**src/hdl/ex_ops_pkg.sv**
```systemverilog
/*
  Operation encodings and widths of the execute stage.
  Byte lanes assume XLEN is a multiple of BYTE_W.
*/
`default_nettype none

package ex_ops_pkg;

  ////////////////////////////////////////
  // Data and address widths
  ////////////////////////////////////////
  localparam int XLEN       = 32;           // Datapath width
  localparam int REG_AW     = 6;            // GPR address width
  localparam int BYTE_W     = 8;            // Dot product lane width
  localparam int N_LANES    = XLEN / BYTE_W; // Lanes per word
  localparam int WSPR_IW    = 2;            // Weight register index width
  localparam int N_WSPR_DEF = 4;            // Default weight bank depth

  ////////////////////////////////////////
  // ALU operators
  ////////////////////////////////////////
  typedef enum logic [3:0] {
    ALU_ADD  = 4'h0,
    ALU_SUB  = 4'h1,
    ALU_AND  = 4'h2,
    ALU_OR   = 4'h3,
    ALU_XOR  = 4'h4,
    ALU_SLL  = 4'h5,
    ALU_SRL  = 4'h6,
    ALU_SRA  = 4'h7,
    ALU_SLT  = 4'h8,  // Signed set-less-than
    ALU_SLTU = 4'h9,  // Unsigned set-less-than
    ALU_BEQ  = 4'hA,  // Branch ops only drive the compare flag
    ALU_BNE  = 4'hB,
    ALU_BLT  = 4'hC,  // Signed
    ALU_BGE  = 4'hD   // Signed
  } alu_op_e;

  ////////////////////////////////////////
  // Multiplier operators
  ////////////////////////////////////////
  typedef enum logic {
    MULT_MUL  = 1'b0, // Low word of A*B
    MULT_DOT8 = 1'b1  // Sum of signed byte products plus C
  } mult_op_e;

endpackage

`default_nettype wire

```
**src/hdl/ex_port_pkg.sv**
```systemverilog
/*
  Request and write-back bundles of the execute stage.
  Field order is MSB first, operator on top.
*/
`default_nettype none

package ex_port_pkg;

  import ex_ops_pkg::*;

  ////////////////////////////////////////
  // Requests from ID
  ////////////////////////////////////////

  // ALU request, op_b doubles as jump target
  typedef struct packed {
    alu_op_e         op;
    logic [XLEN-1:0] op_a;
    logic [XLEN-1:0] op_b;
  } alu_req_t;

  // Multiplier request, op_c is the DOT8 accumulator
  typedef struct packed {
    mult_op_e        op;
    logic [XLEN-1:0] op_a;
    logic [XLEN-1:0] op_b;
    logic [XLEN-1:0] op_c;
  } mult_req_t;

  // Weight register select
  typedef struct packed {
    logic               valid; // Register named below is used
    logic [WSPR_IW-1:0] idx;
  } spr_sel_t;

  ////////////////////////////////////////
  // Register file write ports
  ////////////////////////////////////////

  // Forward port, ALU / MUL / CSR
  typedef struct packed {
    logic              we;
    logic [REG_AW-1:0] waddr;
    logic [XLEN-1:0]   wdata;
  } fw_port_t;

  // Load write-back port
  typedef struct packed {
    logic              we;
    logic [REG_AW-1:0] waddr;
    logic [XLEN-1:0]   wdata;
  } wb_port_t;

endpackage

`default_nettype wire

```
**src/hdl/ex_alu.sv**
```systemverilog
/*
  Single-cycle integer ALU, purely combinational.
  Shifts use the low bits of operand B only.
*/
`timescale 1ns/1ps
`default_nettype none

module ex_alu
  import ex_ops_pkg::*;
  import ex_port_pkg::*;
(
  input  alu_req_t        req_i,
  output logic [XLEN-1:0] result_o,
  output logic            cmp_o     // Branch / SLT outcome
);

  localparam int SHAMT_W = $clog2(XLEN);

  logic [SHAMT_W-1:0] shamt;
  logic               lt_s;       // Signed a < b
  logic               lt_u;       // Unsigned a < b
  logic               eq;

  assign shamt = req_i.op_b[SHAMT_W-1:0];
  assign lt_s  = $signed(req_i.op_a) < $signed(req_i.op_b);
  assign lt_u  = req_i.op_a < req_i.op_b;
  assign eq    = req_i.op_a == req_i.op_b;

  ////////////////////////////////////////
  // Comparison
  ////////////////////////////////////////
  always_comb begin
    unique case (req_i.op)
      ALU_SLT,
      ALU_BLT:  cmp_o = lt_s;
      ALU_SLTU: cmp_o = lt_u;
      ALU_BEQ:  cmp_o = eq;
      ALU_BNE:  cmp_o = ~eq;
      ALU_BGE:  cmp_o = ~lt_s;
      default:  cmp_o = 1'b0;     // Non-compare ops
    endcase
  end

  ////////////////////////////////////////
  // Result
  ////////////////////////////////////////
  always_comb begin
    unique case (req_i.op)
      ALU_ADD: result_o = req_i.op_a + req_i.op_b;
      ALU_SUB: result_o = req_i.op_a - req_i.op_b;
      ALU_AND: result_o = req_i.op_a & req_i.op_b;
      ALU_OR:  result_o = req_i.op_a | req_i.op_b;
      ALU_XOR: result_o = req_i.op_a ^ req_i.op_b;
      ALU_SLL: result_o = req_i.op_a << shamt;
      ALU_SRL: result_o = req_i.op_a >> shamt;
      // Arithmetic shift keeps the sign
      ALU_SRA: result_o = $signed(req_i.op_a) >>> shamt;
      // Compares give 0 or 1, branches included
      default: result_o = {{(XLEN-1){1'b0}}, cmp_o};
    endcase
  end

endmodule

`default_nettype wire

```
**src/hdl/ex_mult.sv**
```systemverilog
/*
  Two-cycle multiplier, MUL and signed 4x8 DOT8 with accumulate.
  Result holds while busy until the stage accepts it (ex_ready_i).
*/
`timescale 1ns/1ps
`default_nettype none

module ex_mult
  import ex_ops_pkg::*;
  import ex_port_pkg::*;
(
  input  wire             clk,
  input  wire             rst_n,
  input  wire             en_i,
  input  mult_req_t       req_i,
  input  wire             ex_ready_i,
  output logic [XLEN-1:0] result_o,
  output logic            ready_o,
  output logic            multicycle_o
);

  localparam int PROD_W = 2 * BYTE_W;   // Signed byte product width

  logic                            busy_q;    // Second cycle, result valid
  logic                            start;

  // First cycle products
  logic [XLEN-1:0]                 mul_lo_d;
  logic [N_LANES-1:0][PROD_W-1:0]  bprod_d;

  // Operands / partial results for cycle two
  mult_op_e                        op_q;
  logic [XLEN-1:0]                 mul_lo_q;
  logic [N_LANES-1:0][PROD_W-1:0]  bprod_q;
  logic [XLEN-1:0]                 acc_q;     // DOT8 operand C
  logic [XLEN-1:0]                 dot_sum;

  assign start        = en_i & ~busy_q;  // Idle unit sees a new op
  assign multicycle_o = start;
  assign ready_o      = ~start;

  ////////////////////////////////////////
  // Cycle one, products
  ////////////////////////////////////////
  assign mul_lo_d = req_i.op_a * req_i.op_b;  // Low word only

  always_comb begin
    for (int i = 0; i < N_LANES; i++) begin
      bprod_d[i] = $signed(req_i.op_a[i*BYTE_W +: BYTE_W])
                 * $signed(req_i.op_b[i*BYTE_W +: BYTE_W]);
    end
  end

  // Payload, loaded only when an op starts
  always_ff @(posedge clk) begin
    if (start) begin
      op_q     <= req_i.op;
      mul_lo_q <= mul_lo_d;
      bprod_q  <= bprod_d;
      acc_q    <= req_i.op_c;
    end
  end

  always_ff @(posedge clk or negedge rst_n) begin
    if (!rst_n) begin
      busy_q <= 1'b0;
    end else if (start) begin
      busy_q <= 1'b1;
    end else if (ex_ready_i) begin
      busy_q <= 1'b0;                  // Stage took the result
    end
  end

  ////////////////////////////////////////
  // Cycle two, reduction
  ////////////////////////////////////////
  always_comb begin
    logic [XLEN-1:0] sum;
    sum = acc_q;
    for (int i = 0; i < N_LANES; i++) begin
      sum = sum + {{(XLEN-PROD_W){bprod_q[i][PROD_W-1]}}, bprod_q[i]}; // Sign extend
    end
    dot_sum = sum;
  end

  assign result_o = (op_q == MULT_DOT8) ? dot_sum : mul_lo_q;

endmodule

`default_nettype wire

```
**src/hdl/ex_stage.sv**
```systemverilog
/*
  Execute stage top, ALU, multiplier, weight bank and write-back.
  No handshake of its own, ID holds inputs while ex_ready_o is low.
*/
`timescale 1ns/1ps
`default_nettype none

module ex_stage
  import ex_ops_pkg::*;
  import ex_port_pkg::*;
#(
  parameter int N_WSPR = N_WSPR_DEF
) (
  input  wire               clk,
  input  wire               rst_n,
  // From ID
  input  alu_req_t          alu_req_i,
  input  wire               alu_en_i,
  input  mult_req_t         mult_req_i,
  input  wire               mult_en_i,
  input  spr_sel_t          mult_spr_sel_i,   // Weight register replaces op_a
  input  wire               csr_access_i,
  input  wire  [XLEN-1:0]   csr_rdata_i,
  input  wire               regfile_alu_we_i,
  input  wire  [REG_AW-1:0] regfile_alu_waddr_i,
  input  wire               regfile_we_i,
  input  wire  [REG_AW-1:0] regfile_waddr_i,
  input  wire               lsu_en_i,
  input  spr_sel_t          lsu_spr_sel_i,
  input  wire               branch_in_ex_i,
  // From LSU / WB
  input  wire               lsu_ready_ex_i,
  input  wire               lsu_err_i,
  input  wire  [XLEN-1:0]   lsu_rdata_i,
  input  wire               wb_ready_i,
  // Outputs
  output fw_port_t          fw_port_o,
  output wb_port_t          wb_port_o,
  output logic              branch_decision_o,
  output logic [XLEN-1:0]   jump_target_o,
  output logic              mult_multicycle_o,
  output logic              ex_ready_o,
  output logic              ex_valid_o
);

  logic [XLEN-1:0] alu_result;
  logic [XLEN-1:0] mult_result;
  logic            mult_ready;
  logic [XLEN-1:0] wspr_rdata;
  mult_req_t       mult_req;      // Request after weight substitution
  spr_sel_t        spr_wr;
  logic            spr_wr_en;

  // Weight register as operand A
  always_comb begin
    mult_req = mult_req_i;
    if (mult_spr_sel_i.valid) mult_req.op_a = wspr_rdata;
  end

  assign jump_target_o = alu_req_i.op_b;

  ex_alu u_alu (
    .req_i    (alu_req_i),
    .result_o (alu_result),
    .cmp_o    (branch_decision_o)
  );

  ex_mult u_mult (
    .clk          (clk),
    .rst_n        (rst_n),
    .en_i         (mult_en_i),
    .req_i        (mult_req),
    .ex_ready_i   (ex_ready_o),
    .result_o     (mult_result),
    .ready_o      (mult_ready),
    .multicycle_o (mult_multicycle_o)
  );

  ex_weight_spr #(.N_WSPR(N_WSPR)) u_wspr (
    .clk      (clk),
    .rst_n    (rst_n),
    .wr_i     (spr_wr),
    .wr_en_i  (spr_wr_en),
    .wdata_i  (lsu_rdata_i),
    .rd_sel_i (mult_spr_sel_i),
    .rdata_o  (wspr_rdata)
  );

  ex_writeback #(.N_WSPR(N_WSPR)) u_wb (
    .clk                 (clk),
    .rst_n               (rst_n),
    .alu_result_i        (alu_result),
    .mult_result_i       (mult_result),
    .mult_en_i           (mult_en_i),
    .mult_ready_i        (mult_ready),
    .alu_en_i            (alu_en_i),
    .csr_access_i        (csr_access_i),
    .csr_rdata_i         (csr_rdata_i),
    .regfile_alu_we_i    (regfile_alu_we_i),
    .regfile_alu_waddr_i (regfile_alu_waddr_i),
    .regfile_we_i        (regfile_we_i),
    .regfile_waddr_i     (regfile_waddr_i),
    .lsu_en_i            (lsu_en_i),
    .lsu_spr_sel_i       (lsu_spr_sel_i),
    .lsu_err_i           (lsu_err_i),
    .lsu_ready_ex_i      (lsu_ready_ex_i),
    .lsu_rdata_i         (lsu_rdata_i),
    .wb_ready_i          (wb_ready_i),
    .branch_in_ex_i      (branch_in_ex_i),
    .fw_port_o           (fw_port_o),
    .wb_port_o           (wb_port_o),
    .spr_wr_o            (spr_wr),
    .spr_wr_en_o         (spr_wr_en),
    .ex_ready_o          (ex_ready_o),
    .ex_valid_o          (ex_valid_o)
  );

endmodule

`default_nettype wire

```
**src/hdl/ex_weight_spr.sv**
```systemverilog
/*
  Weight register bank, written by loads, read by DOT8.
  Indices at or beyond N_WSPR are ignored on write and read as zero.
*/
`timescale 1ns/1ps
`default_nettype none

module ex_weight_spr
  import ex_ops_pkg::*;
  import ex_port_pkg::*;
#(
  parameter int N_WSPR = N_WSPR_DEF
) (
  input  wire             clk,
  input  wire             rst_n,
  input  spr_sel_t        wr_i,
  input  wire             wr_en_i,
  input  wire [XLEN-1:0]  wdata_i,
  input  spr_sel_t        rd_sel_i,
  output logic [XLEN-1:0] rdata_o
);

  logic [N_WSPR-1:0][XLEN-1:0] wspr_q;

  ////////////////////////////////////////
  // Write, one register per strobe
  ////////////////////////////////////////
  always_ff @(posedge clk or negedge rst_n) begin
    if (!rst_n) begin
      wspr_q <= '0;                     // Weights start at zero
    end else if (wr_en_i && wr_i.valid) begin
      for (int i = 0; i < N_WSPR; i++) begin
        if (int'(wr_i.idx) == i) begin
          wspr_q[i] <= wdata_i;
        end
      end
    end
  end

  // Combinational read
  always_comb begin
    rdata_o = '0;
    for (int i = 0; i < N_WSPR; i++) begin
      if (rd_sel_i.valid && int'(rd_sel_i.idx) == i) begin
        rdata_o = wspr_q[i];
      end
    end
  end

endmodule

`default_nettype wire

```
**src/hdl/ex_writeback.sv**
```systemverilog
/*
  Forward port mux, EX/WB register and stage ready / valid.
  Load data arrives from the LSU in the write-back cycle itself.
*/
`timescale 1ns/1ps
`default_nettype none

module ex_writeback
  import ex_ops_pkg::*;
  import ex_port_pkg::*;
#(
  parameter int N_WSPR = N_WSPR_DEF
) (
  input  wire               clk,
  input  wire               rst_n,
  // Unit results
  input  wire  [XLEN-1:0]   alu_result_i,
  input  wire  [XLEN-1:0]   mult_result_i,
  input  wire               mult_en_i,
  input  wire               mult_ready_i,
  input  wire               alu_en_i,
  input  wire               csr_access_i,
  input  wire  [XLEN-1:0]   csr_rdata_i,
  // Destinations from ID
  input  wire               regfile_alu_we_i,
  input  wire  [REG_AW-1:0] regfile_alu_waddr_i,
  input  wire               regfile_we_i,
  input  wire  [REG_AW-1:0] regfile_waddr_i,
  input  wire               lsu_en_i,
  input  spr_sel_t          lsu_spr_sel_i,
  // LSU / WB side
  input  wire               lsu_err_i,
  input  wire               lsu_ready_ex_i,
  input  wire  [XLEN-1:0]   lsu_rdata_i,
  input  wire               wb_ready_i,
  input  wire               branch_in_ex_i,
  output fw_port_t          fw_port_o,
  output wb_port_t          wb_port_o,
  output spr_sel_t          spr_wr_o,
  output logic              spr_wr_en_o,
  output logic              ex_ready_o,
  output logic              ex_valid_o
);

  logic              units_ready;   // Nothing stalls EX
  logic              ex_valid;
  logic              we_q;          // Load write pending in WB
  logic [REG_AW-1:0] waddr_q;
  spr_sel_t          spr_q;         // Load target is a weight register

  ////////////////////////////////////////
  // Forward port, CSR > MUL > ALU
  ////////////////////////////////////////
  always_comb begin
    fw_port_o.we    = regfile_alu_we_i;
    fw_port_o.waddr = regfile_alu_waddr_i;
    if (csr_access_i) fw_port_o.wdata = csr_rdata_i;
    else if (mult_en_i) fw_port_o.wdata = mult_result_i;
    else fw_port_o.wdata = alu_result_i;
  end

  // Ready / valid
  assign units_ready = mult_ready_i & lsu_ready_ex_i & wb_ready_i;
  assign ex_ready_o  = units_ready | branch_in_ex_i;  // Branches finish in EX
  assign ex_valid    = (alu_en_i | mult_en_i | csr_access_i | lsu_en_i) & units_ready;
  assign ex_valid_o  = ex_valid;

  ////////////////////////////////////////
  // EX/WB register
  ////////////////////////////////////////
  always_ff @(posedge clk or negedge rst_n) begin
    if (!rst_n) begin
      we_q    <= 1'b0;
      waddr_q <= '0;
      spr_q   <= '0;
    end else if (ex_valid) begin
      we_q    <= regfile_we_i & ~lsu_err_i; // Faulted load never writes
      waddr_q <= regfile_waddr_i;
      spr_q   <= lsu_spr_sel_i;
    end else if (wb_ready_i) begin
      we_q    <= 1'b0;                      // Bubble into WB
    end
  end

  // Load write-back, GPR or weight register
  assign wb_port_o.we    = we_q & ~spr_q.valid;
  assign wb_port_o.waddr = waddr_q;
  assign wb_port_o.wdata = lsu_rdata_i;

  assign spr_wr_o    = spr_q;
  assign spr_wr_en_o = we_q & spr_q.valid & (int'(spr_q.idx) < N_WSPR); // Drop bad index

endmodule

`default_nettype wire

```
**config.mk**
```make
export PLATFORM = sky130hd
export DESIGN_NAME = ex_stage
export DESIGN_NICKNAME = d
export VERILOG_FILES = /design/src/hdl/ex_ops_pkg.sv /design/src/hdl/ex_port_pkg.sv /design/src/hdl/ex_alu.sv /design/src/hdl/ex_mult.sv /design/src/hdl/ex_stage.sv /design/src/hdl/ex_weight_spr.sv /design/src/hdl/ex_writeback.sv
export SDC_FILE = /design/constraint.sdc
export NUM_CORES = 2
export LEC_CHECK = 0
export BUFFER_PORTS_ARGS = -buffer_cell sky130_fd_sc_hd__buf_2
export CELL_PAD_IN_SITES_DETAIL_PLACEMENT = 1
export CELL_PAD_IN_SITES_GLOBAL_PLACEMENT = 2
export CORE_MARGIN = 4
export CORE_UTILIZATION = 41
export DETAILED_ROUTE_END_ITERATION = 7
export GPL_ROUTABILITY_DRIVEN = 0
export GPL_TIMING_DRIVEN = 0
export PLACE_DENSITY = 0.85
export SLEW_MARGIN = 30
export SYNTH_ARGS = -nofsm -noshare
export SYNTH_HDL_FRONTEND = slang
export SYNTH_SLANG_ARGS = --single-unit
```
**constraint.sdc**
```tcl
create_clock -name clk -period 8.8 [get_ports clk]
set_input_delay 0.88 -clock clk [delete_from_list [all_inputs] [get_ports clk]]
set_output_delay 0.88 -clock clk [all_outputs]
set_load 0.01 [all_outputs]
```
# After elaboration in Yosys (flattened, before gate mapping)
# Index checks and enable logic that the tools add are counted.
# word_totals
mem_bits_rw,0
register_bits,268
output_inout_bits,114
rom_bits,0
latch_bits,0
mem_count,0
# classes
multipliers,5
muxes,14
bitwise_logic,20
n_div,0
n_addsub,6
n_eq_ne,20
shifts,3
order_cmp,2
reduce_logical,15
# op_table
operator,n
32-bit 2-to-1 mux,8
32-bit one-hot mux with 8 select lines,1
32-bit adder,5
32-bit less-than comparator,2
8-bit by 8-bit multiplier with 16-bit output,4
32-bit AND,1
32-bit equality test,1
32-bit by 32-bit multiplier with 32-bit output,1
32-bit bitwise OR,1
32-bit by 5-bit << shifter with 32-bit output,1
32-bit by 5-bit right shift with 32-bit output,1
32-bit by 5-bit >>> shifter with 32-bit output,1
32-bit subtractor,1
32-bit bitwise XOR,1
"4-bit equality test, second input constant",6
"4-bit by 3-bit equality test with 1-bit output, second input constant",4
"2-bit equality test, second input constant",4
"4-bit by 2-bit equality test with 1-bit output, second input constant",2
2-bit AND reduction,4
1-bit AND,7
1-bit NOT,6
1-bit logical AND,5
1-bit one-hot mux with 5 select lines,1
"2-bit by 1-bit equality test with 1-bit output, second input constant",2
7 further kinds,15

# Logic depth before layout (Yosys ltp)
# depth
depth_word,8
depth_mapped,35
depth_no_buf,31

# Hierarchy
# From an unflattened synthesis, not the netlist that was laid out.
# hier_totals
cells_unflattened,5135
hier_area_um2,48222.5
# modules_own_cells
mod,instances,cells_per_inst,area_per_inst_um2,seq_area_each_um2
ex_mult,1,3176,31566.5,3838.7
ex_alu,1,1332,8794.7,0.0
ex_weight_spr,1,384,5672.9,3203.1
ex_writeback,1,175,1403.8,250.2
ex_stage,1,68,784.5,0.0

# Least setup slack after synthesis
# No wires, ideal clock.
# synth_path
path_type,input to register
startpoint,input mult_spr_sel_i[0] in the netlist's numbering
endpoint,register u_mult.mul_lo_q[30] (data pin)
setup_slack_ns,0.318
path_stages,30
required_ns,8.542
setup_ns,0.258
t_arrival_ns,8.225
path_cell_list,buf_6 buf_12 mux4_2 mux2_2 clkbuf_1 clkbuf_1 and2_1 fa_1 inv_1 fa_1 fa_1 fa_1 inv_1 ha_1 ha_1 fa_1 inv_1 fa_1 inv_1 ha_1 and3_1 and3_1 nor2b_1 a311oi_1 o21bai_1 a31o_2 a2111oi_0 o21bai_1 a21oi_1 xnor2_1
# synth_between
elab_chain_len,8
# synth_lines
element,line,rtl
"start, declared",ex_stage.sv:21,"input spr_sel_t mult_spr_sel_i,"
2-bit logical NOT,ex_weight_spr.sv:44,if (rd_sel_i.valid && int'(rd_sel_i.idx) == i) begin
1-bit logical AND,ex_weight_spr.sv:44,
32-bit 2-to-1 mux (3 in a row),ex_weight_spr.sv:44,
32-bit 2-to-1 mux *,ex_weight_spr.sv:44,
32-bit 2-to-1 mux *,ex_stage.sv:57,if (mult_spr_sel_i.valid) mult_req.op_a = wspr_rdata;
32-bit by 32-bit multiplier with 32-bit output *,ex_mult.sv:45,assign mul_lo_d = req_i.op_a * req_i.op_b;
net u_mult.mul_lo_d[30],ex_mult.sv:28,logic [XLEN-1:0] mul_lo_d;
"end signal, assigned",ex_mult.sv:58,mul_lo_q <= mul_lo_d;
"end, declared",ex_mult.sv:33,logic [XLEN-1:0] mul_lo_q;
# Mark *: on every way through the listed nets, which the timed path passes. The rest lies on a longest branch.
# A chain may end at the register's enable or synchronous reset.

# Final worst setup path
# layout_path
startpoint,input mult_spr_sel_i[1] in the netlist's numbering
endpoint,register u_mult.mul_lo_q[31] (data pin)
# The elaborated chain is that of the path after synthesis.

==> summary.md <==
| Metric | Value |
|---|---|
| Most frequent cell after synthesis | inv_1 |
| Syn Nets | 6365 |
| Grt ovf | 0 |
| Final WL | 191000 um |
| Final Cell Area | 53400 sq um |
| Clk sinks | 266 |
| Crit-path max FO | 10 |
| Ys async rst share | 52.3% |
| CP startpoint | mult_spr_sel_i[1] |
| Die area | 123000 sq um |
| Top cell type by total area after synthesis | fa_1 |
| Number of antenna violations at the first check in global routing | 21 |
| RR Endpoint | u_mult.mul_lo_q[31] |
| CTS tree | done |
| # fillers | 13400 |
| DR vias | 39700 |
| Period utilisation layout | 98.1% |
| Slew margin rel. | 25.5% |
| Gr usage total | 31.1% |
| Peak Freq | 116 MHz |
| Maxcap violations | 0 |
| Synth cell count leaders | 857 x inv_1, 716 x fa_1, 374 x nand2_1 |
| Final setup violation count | 0 |
| Mux contribution to synthesized area | 9.07% |
| Post-DP Area | 51900 sq um |
| Final Hold Slack | 267 ps |
| Share of the synthesized area in the top cell type | 29.8% |
| Largest cells by area after synthesis | fa_1 30%, ha_1 9.5%, edfxtp_1 7.9% |
| Sequential area share after synthesis | 15.2% |
| Area share of fa/ha/maj cells after synthesis | 39.3% |
| Clock-pin slew on the worst setup and hold paths | 60 ps |
| Worst slew pin tran | 1110 ps |
| Post-Syn Area | 48100 sq um |
| Xor and xnor fraction of the mapped netlist area | 3.65% |
| Hold Crit Class | in2async |
| CP arrival | 9010 ps |
| Main combinational cell family by area after synthesis | adder cells |
| Routed Antenna Nets | 0 |
| Yosys Warn Count | 0 |
| Die Y | 350 um |
| DR WL/cell | 27.3 um |
| Startpoint Class | primary input |
| Setup slack, reg-to-reg | 450 ps |
| Clk Latency, worst-skew pair | 590 ps |
| Complex-gate fraction of the synthesized area | 9.93% |
| Synth Instances | 5025 |
| Layout area overhead | 11.1% |
| Vias in the first global route | 43000 |
| Number of flops mapped to enable cells by yosys | 127 |
| Pin count of the biggest net entering global routing | 78 |
| Netlist cell types | 89 |
| Initial core utilization | 41.4% |
| Syn_area_per_cell | 9.56 sq um |
| DR DRC count | 0 |
| H-tree levels | 2 |
| Top-Level Pins | 373 |
| CTS Buf Count | 34 |
| Final core occ | 45.9% |
| Fin crit period | 8640 ps |
| Post-CTS Hold Fix Bufs | 0 |
| Final Skew | 38.8 ps |
| Rows | 125 |
| Most used flip-flop cell after synthesis | dfrtp_1 |
| Setup Crit Path Kind | in2reg |
| Width of the die | 350 um |
| Nets@finish | 6771 |
| Final Hold Viols | 0 |
| Number of synthesized register bits | 266 |
| Via density | 5.69 |
| Port Buffer Count | 359 |
| Initial DRC Count | 3008 |
| Global-route wire length before repair | 282000 um |
| DR pass1 iterations | 7 |
| Crit path to | u_mult.mul_lo_q[31] |
| Status | finished, final reports clean |
| Critical Path RT | 9170 ps |
| R2R depth | 23 |
| Core ar. | 116000 sq um |
| Worst-case clock buffer depth | 3 |
| Synth Area in Simple Gates | 12.8% |
| Root Driver | clkbuf_16 |
| Setup crit end kind | register |
| Share of cells above drive strength 1 | 16.0% |
| Slew Limit Fails | 0 |
| Critical R2R Launch | u_wspr.wspr_q[122] |
| Area occupied by multi-input gates | 36200 sq um |
| Register area | 7290 sq um |
| HPWL Detailed | 160000 um |
cell families (layout without fill, tap and decap cells):
| family | after synthesis | in the layout |
|---|---|---|
| XOR/XNOR | 197 | 197 |
| multiplexers | 318 | 318 |
| AO/OA/AOI/OAI | 736 | 736 |
| adder cells (fa/ha/maj) | 1081 | 1081 |
| other | 0 | 6 |
| buffers and inverters | 1185 | 1616 |
| AND/OR/NAND/NOR | 1242 | 1242 |
| flip-flops | 266 | 266 |
routing by layer:
layer	vias up	share of wire, %	GRT usage, %
li1	17000	-	-
met5	-	0.0084	0
met4	4	5.8	15.0
met3	434	6.8	3.81
met1	20500	40	40.5
met2	1719	47	51.8
placed cells by master, fill, tap and decap left out, drive strengths merged, types with 76 or more instances in the layout:
cell      n
ha      365
mux2i    83
inv     864
o21ai   177
and2    342
mux2    159
dfrtp   139
fa      716
nor2    250
buf     516
nand2   377
a21oi   199
mux4     76
xnor2   166
edfxtp  127
clkbuf  220
how the worst min path moves through the flow:
stage                                 start            endpoint  cells after the start  slack (ps)
after global routing                  rst_n   u_wspr.wspr_q[86]                      1         280
final                                 rst_n  u_wspr.wspr_q[118]                      1         270
after detailed placement  u_wspr.wspr_q[48]   u_wspr.wspr_q[48]                      1         490
after CTS                             rst_n   u_wspr.wspr_q[61]                      1         240
after floorplan           u_wspr.wspr_q[43]   u_wspr.wspr_q[43]                      1         470
after global placement    u_wspr.wspr_q[43]   u_wspr.wspr_q[43]                      1         480
stage by stage:
step           setup TNS (ps)  instances  setup slack (ps)
6_report                    0       6986               164
2_1_floorplan               0       5025               318
5_1_grt                 -70.6       6984             -38.4
4_1_cts                     0       6975              9.28
3_5_place_dp           -19190       6915             -1970
3_3_place_gp           -18120       6908             -1750
worst max-delay path: stages:
cell,delay (ps)
buf_4,200
buf_4,250
buf_4,240
mux4_2,280
mux2_2,360
clkbuf_2,440
nand2_1,130
fa_1,530
inv_1,50
fa_1,380
fa_1,620
inv_1,100
fa_1,470
fa_1,530
fa_1,510
fa_1,440
fa_1,420
xnor2_1,240
xnor2_1,220
xnor2_1,160
xnor2_1,290
xnor2_2,200
xnor2_1,170
xnor2_1,100
xnor2_1,260
xnor2_2,160
xnor2_2,330
cell type report:
type	instances	share of cell area (%)
tap	1524	3.57
clock inverter	19	0.293
buffer	314	3.10
sequential	266	13.7
clock buffer	42	1.67
inverter	861	6.07
multi-input combinational	3574	67.8
antenna	6	0.0281
timing repair buffer	380	3.82
flip-flops by register name (all words and copies together) (netlist names):
register and cells:
u_wspr.wspr_q 128, u_mult.bprod_q 64, u_mult.busy_q 1, u_wb.we_q 1
u_mult.acc_q 32, u_wb.spr_wr_o 3, u_mult.mul_lo_q 30, u_mult.op_q 1
u_wb.waddr_q 6
what timing repair did:
| action | in CTS | in global routing |
|---|---|---|
| pin swaps | 1 | 6 |
| setup endpoints to repair | 14 | 5 |
| setup buffers | 3 | 11 |
| resized for setup | 67 | 52 |
Power is not shown: default switching activity piles up to over one toggle a cycle in this logic, so the estimate is an artifact.
